## src/hdl/axi_pkg.sv

```systemverilog
package axi_pkg;

    // bus field widths
    localparam int AXI_ADDR_W  = 32;
    localparam int AXI_DATA_W  = 32;
    localparam int AXI_ID_W    = 4;
    localparam int AXI_LEN_W   = 4;  // axi3 style length field
    localparam int AXI_SIZE_W  = 3;
    localparam int AXI_BURST_W = 2;
    localparam int AXI_RESP_W  = 2;

    // transaction ids, one per client
    localparam logic [AXI_ID_W-1:0] ID_INST = 4'd0;
    localparam logic [AXI_ID_W-1:0] ID_DATA = 4'd1;

    // burst length field is beats minus one
    localparam logic [AXI_LEN_W-1:0] LEN_LINE = 4'd3;
    localparam logic [AXI_LEN_W-1:0] LEN_WORD = 4'd0;

    localparam logic [AXI_SIZE_W-1:0]  SIZE_WORD  = 3'd2;  // 4 bytes
    localparam logic [AXI_BURST_W-1:0] BURST_INCR = 2'd1;

endpackage

```

## src/hdl/mem_req_pkg.sv

```systemverilog
package mem_req_pkg;

    // line geometry seen by the refill client
    localparam int LINE_WORDS = 4;
    localparam int LINE_W     = 128;
    localparam int OFFSET_W   = 4;   // byte offset inside a line

    localparam int STRB_W     = 4;   // one strobe per byte of a word

    typedef enum logic [1:0] {
        rf_idle,
        rf_addr,
        rf_collect,
        rf_deliver
    } refill_state_e;

    typedef enum logic [2:0] {
        dt_idle,
        dt_rd_addr,
        dt_rd_wait,
        dt_wr_send,
        dt_wr_resp,
        dt_done
    } data_state_e;

    typedef enum logic {
        op_read,
        op_write
    } data_op_e;

endpackage

```

## src/hdl/axi_rd_if.sv

```systemverilog
`timescale 1ns/100ps

interface axi_rd_if;

    logic                             req;
    logic [axi_pkg::AXI_ID_W-1:0]     id;
    logic [axi_pkg::AXI_ADDR_W-1:0]   addr;
    logic [axi_pkg::AXI_LEN_W-1:0]    len;
    logic                             granted;     // AR handshake for this client
    logic                             beat_valid;
    logic [axi_pkg::AXI_DATA_W-1:0]   beat_data;
    logic                             beat_last;

    modport client (
        output req, id, addr, len,
        input  granted, beat_valid, beat_data, beat_last
    );

    modport arbiter (
        input  req, id, addr, len,
        output granted, beat_valid, beat_data, beat_last
    );

endinterface

```

## src/hdl/axi_read_arbiter.sv

```systemverilog
`timescale 1ns/100ps

module axi_read_arbiter (
    input  logic                              aclk,
    input  logic                              rst_n,
    axi_rd_if.arbiter                         refill,
    axi_rd_if.arbiter                         data,
    output logic [axi_pkg::AXI_ID_W-1:0]      arid,
    output logic [axi_pkg::AXI_ADDR_W-1:0]    araddr,
    output logic [axi_pkg::AXI_LEN_W-1:0]     arlen,
    output logic [axi_pkg::AXI_SIZE_W-1:0]    arsize,
    output logic [axi_pkg::AXI_BURST_W-1:0]   arburst,
    output logic                              arvalid,
    input  logic                              arready,
    input  logic [axi_pkg::AXI_ID_W-1:0]      rid,
    input  logic [axi_pkg::AXI_DATA_W-1:0]    rdata,
    input  logic                              rlast,
    input  logic                              rvalid,
    output logic                              rready
);

    logic last_data;    // data client won the previous grant
    logic owner_data;   // held AR belongs to the data client
    logic ar_hs;
    logic refill_cand;
    logic data_cand;
    logic pick_data;
    logic load;

    assign ar_hs = arvalid && arready;

    // the owner still shows req in its own handshake cycle, keep it out
    assign refill_cand = refill.req && !(ar_hs && !owner_data);
    assign data_cand   = data.req && !(ar_hs && owner_data);
    assign pick_data   = data_cand && (!refill_cand || !last_data);
    assign load        = (!arvalid || arready) && (refill_cand || data_cand);

    always_ff @(posedge aclk) begin
        if (!rst_n) begin
            arvalid    <= 1'b0;
            last_data  <= 1'b0;
            owner_data <= 1'b0;
            rready     <= 1'b0;
        end else begin
            rready <= 1'b1;  // every beat is taken
            if (load) begin
                arvalid    <= 1'b1;
                owner_data <= pick_data;
                last_data  <= pick_data;
            end else if (ar_hs) begin
                arvalid <= 1'b0;
            end
        end
    end

    // holding stage
    always_ff @(posedge aclk) begin
        if (load) begin
            arid   <= pick_data ? data.id : refill.id;
            araddr <= pick_data ? data.addr : refill.addr;
            arlen  <= pick_data ? data.len : refill.len;
        end
    end

    assign arsize  = axi_pkg::SIZE_WORD;
    assign arburst = axi_pkg::BURST_INCR;

    assign refill.granted = ar_hs && !owner_data;
    assign data.granted   = ar_hs && owner_data;

    // R beats go back by id
    assign refill.beat_valid = rvalid && rready && (rid == axi_pkg::ID_INST);
    assign refill.beat_data  = rdata;
    assign refill.beat_last  = rlast;
    assign data.beat_valid   = rvalid && rready && (rid == axi_pkg::ID_DATA);
    assign data.beat_data    = rdata;
    assign data.beat_last    = rlast;

endmodule

```

## src/hdl/inst_refill_unit.sv

```systemverilog
`timescale 1ns/100ps

module inst_refill_unit (
    input  logic                              aclk,
    input  logic                              rst_n,
    input  logic                              inst_req,
    input  logic [axi_pkg::AXI_ADDR_W-1:0]    inst_addr,
    output logic                              inst_rdy,
    output logic                              inst_line_valid,
    output logic [mem_req_pkg::LINE_W-1:0]    inst_line,
    axi_rd_if.client                          rd
);

    mem_req_pkg::refill_state_e state;

    logic [axi_pkg::AXI_ADDR_W-1:0]             line_addr;
    logic [axi_pkg::AXI_ADDR_W-1:0]             addr_q;
    logic [$clog2(mem_req_pkg::LINE_WORDS)-1:0] beat_cnt;
    logic [mem_req_pkg::LINE_W-1:0]             line_q;
    logic                                       accept;

    assign line_addr = {inst_addr[axi_pkg::AXI_ADDR_W-1:mem_req_pkg::OFFSET_W],
                        {mem_req_pkg::OFFSET_W{1'b0}}};

    assign inst_rdy        = (state == mem_req_pkg::rf_idle);
    assign inst_line_valid = (state == mem_req_pkg::rf_deliver);
    assign inst_line       = line_q;
    assign accept          = inst_rdy && inst_req;

    // request shows up in the accept cycle so AR can follow one cycle later
    assign rd.req  = accept || (state == mem_req_pkg::rf_addr);
    assign rd.id   = axi_pkg::ID_INST;
    assign rd.addr = inst_rdy ? line_addr : addr_q;
    assign rd.len  = axi_pkg::LEN_LINE;

    always_ff @(posedge aclk) begin
        if (!rst_n) begin
            state    <= mem_req_pkg::rf_idle;
            beat_cnt <= '0;
        end else begin
            case (state)
                mem_req_pkg::rf_idle: begin
                    beat_cnt <= '0;
                    if (accept)
                        state <= mem_req_pkg::rf_addr;
                end
                mem_req_pkg::rf_addr: begin
                    if (rd.granted)
                        state <= mem_req_pkg::rf_collect;
                end
                mem_req_pkg::rf_collect: begin
                    if (rd.beat_valid) begin
                        beat_cnt <= beat_cnt + 1'b1;
                        if (rd.beat_last)
                            state <= mem_req_pkg::rf_deliver;
                    end
                end
                default: state <= mem_req_pkg::rf_idle;  // one cycle of line_valid
            endcase
        end
    end

    always_ff @(posedge aclk) begin
        if (accept)
            addr_q <= line_addr;
        if (state == mem_req_pkg::rf_collect && rd.beat_valid)  // first beat in low word
            line_q[beat_cnt*axi_pkg::AXI_DATA_W +: axi_pkg::AXI_DATA_W] <= rd.beat_data;
    end

endmodule

```

## src/hdl/uncached_data_unit.sv

```systemverilog
`timescale 1ns/100ps

module uncached_data_unit (
    input  logic                              aclk,
    input  logic                              rst_n,
    input  logic                              data_req,
    input  mem_req_pkg::data_op_e             data_op,
    input  logic [axi_pkg::AXI_ADDR_W-1:0]    data_addr,
    input  logic [mem_req_pkg::STRB_W-1:0]    data_wstrb,
    input  logic [axi_pkg::AXI_DATA_W-1:0]    data_wdata,
    output logic                              data_rdy,
    output logic                              data_done,
    output logic [axi_pkg::AXI_DATA_W-1:0]    data_rdata,
    axi_rd_if.client                          rd,
    output logic [axi_pkg::AXI_ID_W-1:0]      awid,
    output logic [axi_pkg::AXI_ADDR_W-1:0]    awaddr,
    output logic [axi_pkg::AXI_LEN_W-1:0]     awlen,
    output logic [axi_pkg::AXI_SIZE_W-1:0]    awsize,
    output logic [axi_pkg::AXI_BURST_W-1:0]   awburst,
    output logic                              awvalid,
    input  logic                              awready,
    output logic [axi_pkg::AXI_ID_W-1:0]      wid,
    output logic [axi_pkg::AXI_DATA_W-1:0]    wdata,
    output logic [mem_req_pkg::STRB_W-1:0]    wstrb,
    output logic                              wlast,
    output logic                              wvalid,
    input  logic                              wready,
    input  logic [axi_pkg::AXI_ID_W-1:0]      bid,
    input  logic                              bvalid,
    output logic                              bready
);

    mem_req_pkg::data_state_e state;

    logic [axi_pkg::AXI_ADDR_W-1:0]  addr_q;
    logic [mem_req_pkg::STRB_W-1:0]  wstrb_q;
    logic [axi_pkg::AXI_DATA_W-1:0]  wdata_q;
    logic                            aw_sent;
    logic                            w_sent;
    logic                            aw_done;
    logic                            w_done;
    logic                            b_hs;
    logic                            accept;

    assign data_rdy  = (state == mem_req_pkg::dt_idle);
    assign data_done = (state == mem_req_pkg::dt_done);
    assign accept    = data_rdy && data_req;

    assign rd.req  = (accept && data_op == mem_req_pkg::op_read)
                     || (state == mem_req_pkg::dt_rd_addr);
    assign rd.id   = axi_pkg::ID_DATA;
    assign rd.addr = data_rdy ? data_addr : addr_q;
    assign rd.len  = axi_pkg::LEN_WORD;

    // single beat write, AW and W leave together
    assign awid    = axi_pkg::ID_DATA;
    assign awaddr  = addr_q;
    assign awlen   = axi_pkg::LEN_WORD;
    assign awsize  = axi_pkg::SIZE_WORD;
    assign awburst = axi_pkg::BURST_INCR;
    assign awvalid = (state == mem_req_pkg::dt_wr_send) && !aw_sent;
    assign wid     = axi_pkg::ID_DATA;
    assign wdata   = wdata_q;
    assign wstrb   = wstrb_q;
    assign wlast   = 1'b1;
    assign wvalid  = (state == mem_req_pkg::dt_wr_send) && !w_sent;
    assign bready  = (state == mem_req_pkg::dt_wr_resp);

    assign aw_done = aw_sent || (awvalid && awready);
    assign w_done  = w_sent || (wvalid && wready);
    assign b_hs    = bvalid && bready && (bid == axi_pkg::ID_DATA);

    always_ff @(posedge aclk) begin
        if (!rst_n) begin
            state   <= mem_req_pkg::dt_idle;
            aw_sent <= 1'b0;
            w_sent  <= 1'b0;
        end else begin
            case (state)
                mem_req_pkg::dt_idle: begin
                    aw_sent <= 1'b0;
                    w_sent  <= 1'b0;
                    if (accept)
                        state <= (data_op == mem_req_pkg::op_write) ?
                                 mem_req_pkg::dt_wr_send : mem_req_pkg::dt_rd_addr;
                end
                mem_req_pkg::dt_rd_addr: begin
                    if (rd.granted)
                        state <= mem_req_pkg::dt_rd_wait;
                end
                mem_req_pkg::dt_rd_wait: begin
                    if (rd.beat_valid && rd.beat_last)
                        state <= mem_req_pkg::dt_done;
                end
                mem_req_pkg::dt_wr_send: begin
                    aw_sent <= aw_done;
                    w_sent  <= w_done;
                    if (aw_done && w_done)
                        state <= mem_req_pkg::dt_wr_resp;
                end
                mem_req_pkg::dt_wr_resp: begin
                    if (b_hs)
                        state <= mem_req_pkg::dt_done;
                end
                default: state <= mem_req_pkg::dt_idle;
            endcase
        end
    end

    always_ff @(posedge aclk) begin
        if (accept) begin
            addr_q  <= data_addr;
            wstrb_q <= data_wstrb;
            wdata_q <= data_wdata;
        end
        if (rd.beat_valid)
            data_rdata <= rd.beat_data;  // held through the done cycle
    end

endmodule

```

## src/hdl/axi_mem_bridge.sv

```systemverilog
`timescale 1ns/100ps

module axi_mem_bridge (
    input  logic                              aclk,
    input  logic                              rst_n,
    // read address and data
    output logic [axi_pkg::AXI_ID_W-1:0]      arid,
    output logic [axi_pkg::AXI_ADDR_W-1:0]    araddr,
    output logic [axi_pkg::AXI_LEN_W-1:0]     arlen,
    output logic [axi_pkg::AXI_SIZE_W-1:0]    arsize,
    output logic [axi_pkg::AXI_BURST_W-1:0]   arburst,
    output logic                              arvalid,
    input  logic                              arready,
    input  logic [axi_pkg::AXI_ID_W-1:0]      rid,
    input  logic [axi_pkg::AXI_DATA_W-1:0]    rdata,
    input  logic [axi_pkg::AXI_RESP_W-1:0]    rresp,   // not checked
    input  logic                              rlast,
    input  logic                              rvalid,
    output logic                              rready,
    // write address, data and response
    output logic [axi_pkg::AXI_ID_W-1:0]      awid,
    output logic [axi_pkg::AXI_ADDR_W-1:0]    awaddr,
    output logic [axi_pkg::AXI_LEN_W-1:0]     awlen,
    output logic [axi_pkg::AXI_SIZE_W-1:0]    awsize,
    output logic [axi_pkg::AXI_BURST_W-1:0]   awburst,
    output logic                              awvalid,
    input  logic                              awready,
    output logic [axi_pkg::AXI_ID_W-1:0]      wid,
    output logic [axi_pkg::AXI_DATA_W-1:0]    wdata,
    output logic [mem_req_pkg::STRB_W-1:0]    wstrb,
    output logic                              wlast,
    output logic                              wvalid,
    input  logic                              wready,
    input  logic [axi_pkg::AXI_ID_W-1:0]      bid,
    input  logic [axi_pkg::AXI_RESP_W-1:0]    bresp,   // not checked
    input  logic                              bvalid,
    output logic                              bready,
    // instruction line refill
    input  logic                              inst_req,
    input  logic [axi_pkg::AXI_ADDR_W-1:0]    inst_addr,
    output logic                              inst_rdy,
    output logic                              inst_line_valid,
    output logic [mem_req_pkg::LINE_W-1:0]    inst_line,
    // uncached data
    input  logic                              data_req,
    input  mem_req_pkg::data_op_e             data_op,
    input  logic [axi_pkg::AXI_ADDR_W-1:0]    data_addr,
    input  logic [mem_req_pkg::STRB_W-1:0]    data_wstrb,
    input  logic [axi_pkg::AXI_DATA_W-1:0]    data_wdata,
    output logic                              data_rdy,
    output logic                              data_done,
    output logic [axi_pkg::AXI_DATA_W-1:0]    data_rdata
);

    axi_rd_if refill_rd ();
    axi_rd_if data_rd ();

    inst_refill_unit u_refill (
        .*,
        .rd (refill_rd)
    );

    // only client on the write channels
    uncached_data_unit u_data (
        .*,
        .rd (data_rd)
    );

    axi_read_arbiter u_rd_arb (
        .*,
        .refill (refill_rd),
        .data   (data_rd)
    );

endmodule

```

## config.mk

```make
export PLATFORM = sky130hd
export DESIGN_NAME = axi_mem_bridge
export DESIGN_NICKNAME = d
export VERILOG_FILES = /design/src/hdl/axi_pkg.sv /design/src/hdl/mem_req_pkg.sv /design/src/hdl/axi_rd_if.sv /design/src/hdl/axi_read_arbiter.sv /design/src/hdl/inst_refill_unit.sv /design/src/hdl/uncached_data_unit.sv /design/src/hdl/axi_mem_bridge.sv
export SDC_FILE = /design/constraint.sdc
export NUM_CORES = 1
export LEC_CHECK = 0
export ABC_AREA = 1
export CAP_MARGIN = 0
export CORE_MARGIN = 4
export CORE_UTILIZATION = 40
export CTS_CLUSTER_SIZE = 24
export DETAILED_ROUTE_END_ITERATION = 10
export DONT_BUFFER_PORTS = 1
export GPL_TIMING_DRIVEN = 0
export PLACE_DENSITY = 0.61
export SYNTH_ARGS = -nofsm -noshare
export SYNTH_HDL_FRONTEND = slang
export SYNTH_SLANG_ARGS = --single-unit
```

## constraint.sdc

```tcl
create_clock -name aclk -period 3.2 [get_ports aclk]
set_input_delay 0.64 -clock aclk [delete_from_list [all_inputs] [get_ports aclk]]
set_output_delay 0.64 -clock aclk [all_outputs]
set_load 0.03 [all_outputs]
```

# Word-level counts from Yosys, hierarchy flattened
# Index checks and enable logic that the tools add are counted.
dict set report word_totals {
  wordCells 111
  output_inout_bits 300
  in_bits 155
  reg_bits 308
}
dict set report classes {
  bitwise 1
  muxes 25
  n_reduce_logical 45
  shifts 2
  n_addsub 2
  n_eq_ne 19
}
# operator count
set ops {}
lappend ops {{128-bit bitwise mux} 1}
lappend ops {{32-bit by 34-bit variable shift with 128-bit output (first input constant)} 1}
lappend ops {{32-bit by 34-bit indexed part select with 128-bit output} 1}
lappend ops {{32-bit 2-to-1 mux} 3}
lappend ops {{7-bit negation with 34-bit output} 1}
lappend ops {{1-bit logical AND} 22}
lappend ops {{3-bit 2-to-1 mux} 5}
lappend ops {{3-bit case mux with 5 select lines} 1}
lappend ops {{2-bit 2-to-1 mux} 7}
lappend ops {{2-bit != test (second input constant)} 7}
lappend ops {{4-bit by 1-bit equality test with 1-bit output (second input constant)} 2}
lappend ops {{1-bit logical NOT} 7}
lappend ops {{1-bit logical OR} 7}
lappend ops {{3-bit by 2-bit equality test with 1-bit output (second input constant)} 2}
lappend ops {{3-bit equality test (second input constant)} 2}
lappend ops {{2-bit case mux with 3 select lines} 1}
lappend ops {{2-bit nonzero test} 3}
lappend ops {{5-bit AND reduction} 1}
lappend ops {{2-bit equality test (second input constant)} 2}
lappend ops {{4-bit logical NOT} 1}
lappend ops {{1-bit 2-to-1 mux} 4}
lappend ops {{2-bit by 1-bit != test with 1-bit output (second input constant)} 2}
lappend ops {{1-bit case mux with 2 select lines} 2}
lappend ops {{2-bit case mux with 2 select lines} 1}
lappend ops {{other kinds (8)} 8}

# Longest topological paths before layout
# Gate-level depths: netlist of run 1.
dict set report depth {
  depth_word 8
  mapped_depth 12
  ltp_nobuf 11
}

# Cells and area by module
# A second synthesis of run 1 with hierarchy kept.
dict set report unflattened {
  hier_cells 1107
  hier_area_um2 12988.7
}
# mod seq_area_each_um2 cells_each area_per_inst_um2 n_inst
set by_module_without_submodules {}
lappend by_module_without_submodules {inst_refill_unit 4764.6 542 6553.8 1}
lappend by_module_without_submodules {uncached_data_unit 3103.0 295 3997.6 1}
lappend by_module_without_submodules {axi_read_arbiter 1261.2 270 2437.3 1}

# Worst setup path after synthesis of run 1
# OpenSTA, ideal clock, no wires.
dict set report synth_path {
  kind {flip-flop to flip-flop}
  from {reg u_data.state[0]}
  to {reg u_data.addr_q, in the netlist u_data.awaddr[0], enable pin}
  arrival_time_ns 2.698
  stages_incl_launch_ff 6
  setup_slack_ns 0.080
  setup_time_ns 0.422
  required_ns 2.778
  period_less_slack_ns 3.120
  path_cell_list {dfxtp_1 > buf_4 > nor3_4 > clkbuf_1 > nand2_1 > inv_1}
}
dict set report synth_via {
  elab_chain_len 2
}
# item line_no
set synth_lines {}
lappend synth_lines {{start: declaration} uncached_data_unit.sv:33} ;# mem_req_pkg::data_state_e state;
lappend synth_lines {{start signal: assignment} uncached_data_unit.sv:75} ;# state <= mem_req_pkg::dt_idle;
lappend synth_lines {{start signal: assignment} uncached_data_unit.sv:84} ;# state <= (data_op == mem_req_pkg::op_write) ?
lappend synth_lines {{start signal: assignment} uncached_data_unit.sv:89} ;# state <= mem_req_pkg::dt_rd_wait;
lappend synth_lines {{3-bit logical NOT} uncached_data_unit.sv:45} ;# assign data_rdy = (state == mem_req_pkg::dt_idle);
lappend synth_lines {{net data_rdy} axi_mem_bridge.sv:50} ;# output logic data_rdy,
lappend synth_lines {{1-bit logical AND} uncached_data_unit.sv:47} ;# assign accept = data_rdy && data_req;
lappend synth_lines {{end signal: assignment} uncached_data_unit.sv:112} ;# addr_q <= data_addr;
lappend synth_lines {{end: declaration} uncached_data_unit.sv:35} ;# logic [axi_pkg::AXI_ADDR_W-1:0] addr_q;
# The timed path passes the listed nets, and every way through them passes these cells.
# A chain may end at the register's enable or synchronous reset.

# Worst setup path in the final report of run 1
dict set report layout_path {
  from {reg u_data.state[1]}
  to {out data_rdy}
}
dict set report layout_via {
  elab_chain_len 1
}
# item line_no
set layout_lines {}
lappend layout_lines {{3-bit logical NOT} uncached_data_unit.sv:45}
lappend layout_lines {{end: declaration} axi_mem_bridge.sv:50}
# Every way passes these cells.

==> results of run 1 <==
[cell families (layout without fill, tap and decap cells)]
logic type      count (synthesis)  in the layout  synth area share, %
compound gates                 41             41                 1.80
fa+ha+maj                       8              8                0.862
buf+inv                       132            195                 5.53
flops                         302            302                 77.1
mux                            28             28                 2.41
other cells                     2             28               0.0647
simple gates                  347            347                 12.3
[metrics by stage]
| stage | util (%) | hold WS, ns |
|---|---|---|
| floorplan | - | 0.459 |
| global placement | 42.5 | 0.480 |
| detailed placement | 43.0 | 0.490 |
| CTS | 46.7 | 0.0876 |
| global route | 46.7 | 0.0892 |
| finish | 46.7 | 0.119 |
[routing by layer]
metal,global-route usage [%],up-vias
li1,-,3031
met1,23.9,3270
met2,29.7,349
met3,5.21,69
met4,5.82,0
met5,0,-
[sequential cells by signal (all words and copies together), names as in the netlist]
signal              count
u_data.aw_sent          1
u_data.awaddr          32
u_data.data_rdata      32
u_data.state            3
u_data.w_sent           1
u_data.wdata           32
u_data.wstrb            4
u_rd_arb.araddr        32
u_rd_arb.arid           1
u_rd_arb.arlen          1
u_rd_arb.arvalid        1
u_rd_arb.last_data      1
u_rd_arb.rready         1
u_refill.addr_q        28
u_refill.beat_cnt       2
u_refill.inst_line    128
u_refill.state          2
[what timing repair did]
item | CTS | global route
cloned | 1 | 0
gates resized for setup | 1 | 3
buffers inserted | 0 | 1
endpoints found under the hold margin | 0 | 0
endpoints found under the setup margin | 58 | 120
[cells in the mapped netlist (all sizes together)]
cell    count
conb        2
o21ai      30
clkbuf     24
nand2     172
or2         3
ha          8
dfxtp      12
mux2i      28
a211oi      1
nand3b      2
inv        68
nor2      110
nand4       4
nor3       44
and3        2
buf        40
nand3      10
edfxtp    290
a31oi       1
a21oi       9
[power groups by stage]
stage | logic (mW) | clock network [mW] | registers, mW
2_1_floorplan | 1.75 | 0 | 6.24
3_3_place_gp | 2.38 | 0 | 6.40
3_5_place_dp | 2.40 | 0 | 6.38
4_1_cts | 2.43 | 3.76 | 6.30
5_1_grt | 2.69 | 3.93 | 6.33
6_report | 2.42 | 3.70 | 6.28
[layout make-up]
cell class / instances / area, um^2
Buffer: 64 / 393
Clock buffer: 33 / 783
Clock inverter: 23 / 263
Fill cell: 2497 / 15300
Inverter: 68 / 264
Multi-Input combinational cell: 452 / 2160
Sequential cell: 302 / 8950
Tap cell: 384 / 480
Timing Repair Buffer: 6 / 115
Timing Repair inverter: 1 / 5.00
[final timing paths]
check                                                      from                               to  slack, ns
worst max-delay path               u_data.state[1]$_SDFFE_PN0P_                         data_rdy       0.19
worst min-delay path                                      rst_n          u_rd_arb.rready$_DFF_P_       0.12
worst max register to register     u_data.state[1]$_SDFFE_PN0P_       u_data.awaddr[3]$_DFFE_PN_       0.19
worst min register to register  u_rd_arb.last_data$_SDFFE_PN0P_  u_rd_arb.last_data$_SDFFE_PN0P_       0.50
==> results.json, run 1 <==
{
  "grt_antenna_before_repair": 0,
  "grt_pass1_vias": 6622,
  "drv_slew": 0,
  "placed_cell_area_um2": 12300,
  "grt_max_degree": 69,
  "crit_chain": "buf_2 > nor3_4 > clkdlybuf4s15_1",
  "cp_max_fo": 10,
  "final_nets": 1088,
  "via_count": 6719,
  "cts.clk_slew.worst_paths_ns": 0.06,
  "h-tree-depth": 1,
  "swShare_pct": 34.6,
  "final_common_cell": "edfxtp_1",
  "instances_no_fill": 1333,
  "die_x_um": 178,
  "clkPwrFrac_pct": 29.9,
  "switchingPower_mw": 4.30,
  "finalCritPeriodShare_pct": 94.0,
  "dpl.hpwl_mm": 22.6,
  "dr.pass1.iters": 4,
  "cts-root-buf": "clkbuf_16",
  "syn_inst": 860,
  "required_ns": 2.56,
  "finalCriticalPeriod_ns": 3.01,
  "power.internal_mw": 8.11,
  "overflow": 0,
  "mostFrequentLayoutCells": "edfxtp_1 (290), nand2_1 (170), nor2_1 (105)",
  "critPathLaunchType": "flip-flop",
  "combPwrFrac_pct": 19.5,
  "yosys.area.top_type": "edfxtp_1",
  "floorplan.rows": 62,
  "area_growth_syn_to_layout_pct": 15.5,
  "p_leak_nw": 4.92,
  "groute.usage.overall_pct": 18.3,
  "clock-sinks": 302,
  "setup_viol": 0,
  "drc": 0,
  "critPathArrivalTime_ns": 2.37,
  "routed-wl-met2_mm": 15.2,
  "drive_above_1_share_pct": 11.1,
  "ys_seq_area_share_pct": 77.1,
  "fmax_mhz": 332,
  "detailedPlace.worstSlack_ns": -0.333,
  "finalSetupTns_ns": 0,
  "die_height_um": 178,
  "core-area_um2": 28700,
  "ir_drop_v": 0.000522,
  "slowest_stage": "clkdlybuf4s15_1",
  "crit_cells": 3,
  "maxCapViolations": 0,
  "hold_class": "in -> reg",
  "top_layer": "met4",
  "crit_buf_inv": 2,
  "drt-met1-wl_mm": 12.2,
  "start_util_pct": 40.5,
  "setup_ws_ns": 0.192,
  "fin_total_pwr_mw": 12.4,
  "maxSlewHeadroom_pct": 38.5,
  "p_per_area_nw_per_um2": 925,
  "drt-initial-drc-count": 589,
  "synth_area_leaders": "edfxtp_1 (75%), nand2_1 (5.5%), nor2_1 (3.6%)",
  "grt_pass1_wl_mm": 43.6,
  "io_buffers": 0,
  "worstMarginPinSlew_ns": 0.916,
  "r2r_cells": 5,
  "dp.cells": 1275,
  "clock_path_buffers": 3,
  "postLayoutCellArea_um2": 13400,
  "ant_nets": 0,
  "cts_tree": "built",
  "critPathMaxStageDelay_ns": 0.81,
  "finClkSkew_ns": 0.0135,
  "syn_area_per_cell_um2": 13.5,
  "clk_latency_ns": 0.54,
  "crit_type": "reg -> out",
  "vias_per_cell": 5.04,
  "holdBufCountCts": 0,
  "n_antenna_cell": 0,
  "met3_length_mm": 2.69,
  "synth_warnings": 0,
  "wl_per_cell_um": 23.4,
  "crit_path_end_kind": "output pin",
  "wirelength_mm": 31.2,
  "rsz0062_at_grt": "false",
  "seqPwrFrac_pct": 50.6,
  "boundaryPins": 455,
  "status": "completed",
  "synth_cell_type_count": 30,
  "dieArea_um2": 31800,
  "place_congestion": 0.840,
  "yosysTopAreaCellShare_pct": 75.0,
  "synth.cell_area_um2": 11600,
  "numCtsBuffers": 30,
  "crit_family": "buffers and inverters",
  "hold_viol": 0,
  "ys_seq_elements": 302,
  "hold_path_depth": 0
}
No activity file was read; power rests on OpenSTA's default activity.
==> run 2, diff against run 1 <==
- RECOVER_POWER: default -> 100
==> run 2 against run 1 <==
Effect of this change: the run now ends with capacitance limit, slew limit left; critical path depth grew 2; register-to-register slack lost 0.05 ns; clock skew grew 0.00086 ns; sequential power is essentially flat; setup slack lost 0.049 ns; first-iteration DRC count grew 6.3%; design area shrank 0.83%; cell count is the same; largest cell class unchanged; largest power group unchanged; highest routed layer unchanged.
==> results.json, run 2 (synthesis gave the netlist of run 1 again) <==
{
  "status": "finished, violations left",
  "violations": "capacitance limit, slew limit",
  "groute.usage.overall_pct": 18.3,
  "via_count": 6739,
  "slowest_stage": "clkbuf_1",
  "maxCapViolations": 1,
  "n_antenna_cell": 0,
  "drive_above_1_share_pct": 9.91,
  "clk_latency_ns": 0.54,
  "seqPwrFrac_pct": 50.9,
  "clkPwrFrac_pct": 30.0,
  "ant_nets": 0,
  "placed_cell_area_um2": 12300,
  "grt_antenna_before_repair": 0,
  "boundaryPins": 455,
  "die_height_um": 178,
  "start_util_pct": 40.5,
  "maxSlewHeadroom_pct": -27.2,
  "cts.clk_slew.worst_paths_ns": 0.06,
  "busiest_layer": "met2",
  "critPathMaxStageDelay_ns": 0.84,
  "critPathArrivalTime_ns": 3.22,
  "hold_viol": 0,
  "dr.pass1.iters": 5,
  "combPwrFrac_pct": 19.1,
  "clock-sinks": 302,
  "fmax_mhz": 327,
  "drv_slew": 32,
  "vias_per_cell": 5.06,
  "finClkSkew_ns": 0.0143,
  "finalCritPeriodShare_pct": 95.5,
  "met2_usage_pct": 29.7,
  "numCtsBuffers": 30,
  "dpl.hpwl_mm": 22.6,
  "largest_register_ffs": 128,
  "io_buffers": 0,
  "cts-root-buf": "clkbuf_16",
  "dieArea_um2": 31800,
  "swShare_pct": 34.6,
  "postLayoutCellArea_um2": 13300,
  "core-area_um2": 28700,
  "power.internal_mw": 8.07,
  "setup_viol": 0,
  "required_ns": 3.37,
  "p_per_area_nw_per_um2": 928,
  "die_x_um": 178,
  "ir_drop_v": 0.000522,
  "mostFrequentLayoutCells": "edfxtp_1 (290), nand2_1 (171), nor2_1 (110)",
  "crit_type": "reg -> reg",
  "crit_path_end_kind": "flip-flop",
  "h-tree-depth": 1,
  "cp_max_fo": 68,
  "grt_pass1_wl_mm": 43.6,
  "switchingPower_mw": 4.28,
  "crit_chain": "buf_2 > nor3_4 > clkbuf_1 > nand2_1 > inv_6",
  "wirelength_mm": 31.2,
  "clock_path_buffers": 3,
  "rsz0062_at_grt": "false",
  "finalCriticalPeriod_ns": 3.06,
  "use_met3_pct": 5.21,
  "wl_per_cell_um": 23.4,
  "floorplan.rows": 62,
  "p_leak_nw": 4.89,
  "drc": 0,
  "place_congestion": 0.840,
  "fin_util_pct": 46.3,
  "final_common_cell": "edfxtp_1",
  "worstMarginPinSlew_ns": 1.91,
  "cts_tree": "built",
  "grt_pass1_vias": 6622,
  "area_growth_syn_to_layout_pct": 14.5,
  "critPathLaunchType": "flip-flop",
  "drt-initial-drc-count": 626,
  "grtUsageMet1_pct": 23.9,
  "hold_class": "in -> reg",
  "final_nets": 1088,
  "grt_max_degree": 69,
  "overflow": 0
}
-- run 2: cell type report --
type / instances / area, um^2
fillers: 2511 / 15400
well taps: 384 / 480
clock inverters: 23 / 263
inverters: 68 / 264
repair inverters: 1 / 5.00
plain buffers: 64 / 377
multi-input cells: 452 / 2110
clock buffers: 33 / 783
repair buffers: 6 / 65.1
flip-flops and latches: 302 / 8950
-- run 2: per-layer routing --
| metal | up-vias | routed length [um] |
|---|---|---|
| met5 | - | 0 |
| li1 | 3029 | - |
| met3 | 62 | 2720 |
| met2 | 344 | 15300 |
| met1 | 3304 | 12200 |
| met4 | 0 | 983 |
-- run 2: final timing paths --
kind                              startpoint                              end  slack (ns)  depth (start not counted)
min reg2reg  u_rd_arb.last_data$_SDFFE_PN0P_  u_rd_arb.last_data$_SDFFE_PN0P_        0.50                          2
min                                    rst_n          u_rd_arb.rready$_DFF_P_        0.12                          0
max reg2reg     u_data.state[1]$_SDFFE_PN0P_      u_data.awaddr[26]$_DFFE_PN_        0.14                          5
max             u_data.state[1]$_SDFFE_PN0P_      u_data.awaddr[26]$_DFFE_PN_        0.14                          5
-- run 2: worst max-delay path: cells and delay by family (launching register included) --
| family | cells | cell delay (ns) |
|---|---|---|
| buffers and inverters | 3 | 1.55 |
| flip-flops | 1 | 0.30 |
| AND/OR/NAND/NOR | 2 | 0.79 |
-- run 2: metrics by stage --
step                      hold WS (ns)  setup WS (ns)  power, mW  instances  TNS, ns
after floorplan                  0.459         0.0804       7.98        886        0
after global routing            0.0892         0.0559       12.9       1333        0
after global placement           0.480          -1.17       8.78       1270  -220.89
final                            0.118          0.143       12.3       1333        0
after detailed placement         0.490         -0.333       8.78       1275   -12.14
after CTS                       0.0876         0.0368       12.5       1332        0
-- run 2: repair_timing --
action,4_1_cts,5_1_grt
gates cloned,1,0
hold buffers,0,0
resized for setup,1,3
buffers inserted,0,1
endpoints found under the setup margin,58,120
-- run 2: power groups by stage --
stage / sequential (mW) / combinational, mW / clock (mW)
after floorplan: 6.24 / 1.75 / 0
after detailed placement: 6.38 / 2.40 / 0
final: 6.28 / 2.36 / 3.70
after global placement: 6.40 / 2.38 / 0
after CTS: 6.30 / 2.43 / 3.76
after global routing: 6.33 / 2.62 / 3.93
==> run 3, diff against run 2 <==
- PLACE_DENSITY: 0.61 -> 0.63
- clock period: 3.2 -> 2.7 ns (I/O delays scaled with it)
==> run 3 against run 2 <==
Effect of this change: setup slack improved by 0.028 ns; die area did not move; the flow now finishes without violations; maximum frequency rose by 21%; critical path depth rose by 4; hold slack got worse by 0.035 ns; clock power rose by 16%; wire length rose by 0.43%; first-iteration DRC count fell by 15%; largest power group unchanged; power rose by 18%.
==> results.json, run 3 (synthesis gave the netlist of run 1 again) <==
{
  "dr.pass1.iters": 5,
  "final_nets": 1096,
  "numCtsBuffers": 30,
  "drc": 0,
  "h-tree-depth": 1,
  "rsz0062_at_grt": "false",
  "hold_start": "data_wdata[26]",
  "final_common_cell": "edfxtp_1",
  "ant_nets": 0,
  "nFillCells": 2587,
  "crit_buf_inv": 4,
  "finalCritPeriodShare_pct": 93.7,
  "setup_ws_ns": 0.171,
  "dieArea_um2": 31800,
  "io_buffers": 0,
  "clock-sinks": 302,
  "critPathArrivalTime_ns": 2.82,
  "hold_viol": 0,
  "mostFrequentLayoutCells": "edfxtp_1 (290), nand2_1 (170), nor2_1 (108)",
  "grt_pass1_wl_mm": 43.8,
  "crit_chain": "buf_2 > nor3_1 > clkbuf_1 > inv_1 > clkbuf_1 > nand2_1 > nand2_1 > nand2_1 > o21ai_0",
  "crit_type": "reg -> reg",
  "area_growth_syn_to_layout_pct": 15.1,
  "worstMarginPinSlew_ns": 0.977,
  "crit_top_cell": "nand2_1",
  "die_x_um": 178,
  "largest_register_ffs": 128,
  "via_count": 6697,
  "wirelength_mm": 31.3,
  "status": "completed",
  "maxSlewHeadroom_pct": 34.9,
  "cts-root-buf": "clkbuf_16",
  "die_height_um": 178,
  "p_per_area_nw_per_um2": 1090,
  "p_leak_nw": 4.92,
  "critPathMaxStageDelay_ns": 0.46,
  "clock_path_buffers": 3,
  "finClkSkew_ns": 0.0147,
  "grt_max_degree": 42,
  "grt_pass1_vias": 6556,
  "reg2reg_slack_ns": 0.17,
  "dpl.hpwl_mm": 22.7,
  "slowest_stage": "clkbuf_1",
  "wl_per_cell_um": 23.4,
  "crit_path_end_kind": "flip-flop",
  "hold_ws_ns": 0.0831,
  "setup_viol": 0,
  "maxCapViolations": 0,
  "floorplan.rows": 62,
  "critPathLaunch": "u_data.state[1]$_SDFFE_PN0P_",
  "n_antenna_cell": 0,
  "overflow": 0,
  "core-area_um2": 28700,
  "cts_tree": "built",
  "fmax_mhz": 395,
  "vias_per_cell": 5.01,
  "fin_total_pwr_mw": 14.6,
  "finalCriticalPeriod_ns": 2.53,
  "start_util_pct": 40.5,
  "grt_antenna_before_repair": 0,
  "crit_family": "buffers and inverters",
  "drive_above_1_share_pct": 11.4,
  "place_congestion": 0.792,
  "drv_slew": 0,
  "clk_latency_ns": 0.54,
  "cts.clk_slew.worst_paths_ns": 0.07,
  "ir_drop_v": 0.000687,
  "r2r-start": "u_data.state[1]$_SDFFE_PN0P_",
  "hold_class": "in -> reg",
  "critPathLaunchType": "flip-flop",
  "cp_max_fo": 10,
  "drt-initial-drc-count": 533,
  "required_ns": 2.99,
  "boundaryPins": 455,
  "groute.usage.overall_pct": 18.4,
  "detailedPlace.worstSlack_ns": -0.760
}
run 3: changes by cell type in the layout (fill, tap and decap cells not counted), sizes merged:
cell         before  now
buf              37   42
clkinvlp          5    8
inv              68   66
bufinv            6    5
clkbuf           66   65
dlygate4sd3       0    1
run 3: path summary, 6_finish.rpt:
kind | end | cells past startpoint
setup / recovery | u_rd_arb.araddr[7]$_DFFE_PP_ | 9
hold / removal | u_data.wdata[26]$_DFFE_PN_ | 0
setup reg to reg | u_rd_arb.araddr[7]$_DFFE_PP_ | 9
hold reg to reg | u_rd_arb.last_data$_SDFFE_PN0P_ | 2
run 3: where the power goes:
part	internal [mW]	switching [mW]	total, mW
combinational	0.861	2.02	2.88
sequential	6.13	1.30	7.43
clock	2.55	1.73	4.28
total	9.55	5.04	14.6
run 3: timing repair:
item / CTS / global route
endpoints found under the hold margin: 1 / 0
pin swaps: 0 / 1
setup endpoints to repair: 142 / 51
cloned: 3 / 0
hold buffers: 1 / 0
resized for setup: 3 / 2
setup buffers: 4 / 1
run 3: area by class of cell:
type                            count  area (um^2)  share of cell area, %
Clock buffer                       32          779                   5.83
Sequential cell                   302         8950                   66.9
Buffer                             64          384                   2.87
Multi-Input combinational cell    452         2110                   15.8
Timing Repair inverter              3         17.5                  0.131
Tap cell                          384          480                   3.59
Timing Repair Buffer               12          141                   1.06
Clock inverter                     21          235                   1.76
Inverter                           68          267                   1.99
run 3: routing by layer:
layer,global-route usage (%),routed length [um],vias to the layer above
li1,-,-,3036
met1,23.9,12100,3271
met2,30.7,15800,347
met3,5.09,2700,43
met4,4.64,642,0
met5,0,0,-
run 3: stage by stage:
stage               utilization (%)  TNS [ns]  instance area, um^2  instances
CTS                            46.9         0                13500       1337
global placement               42.5   -268.84                12200       1270
floorplan                         -    -16.62                11700        886
global route                   46.6         0                13400       1338
finish                         46.6         0                13400       1338
detailed placement             43.1    -44.11                12400       1276
run 3: worst reg2reg max path, delay by kind of cell (launching register included):
kind | cells | cell delay, ns
buffers and inverters | 4 | 1.21
DFF | 1 | 0.29
and+or+nand+nor | 4 | 0.70
AOI/OAI and AO/OA | 1 | 0.08
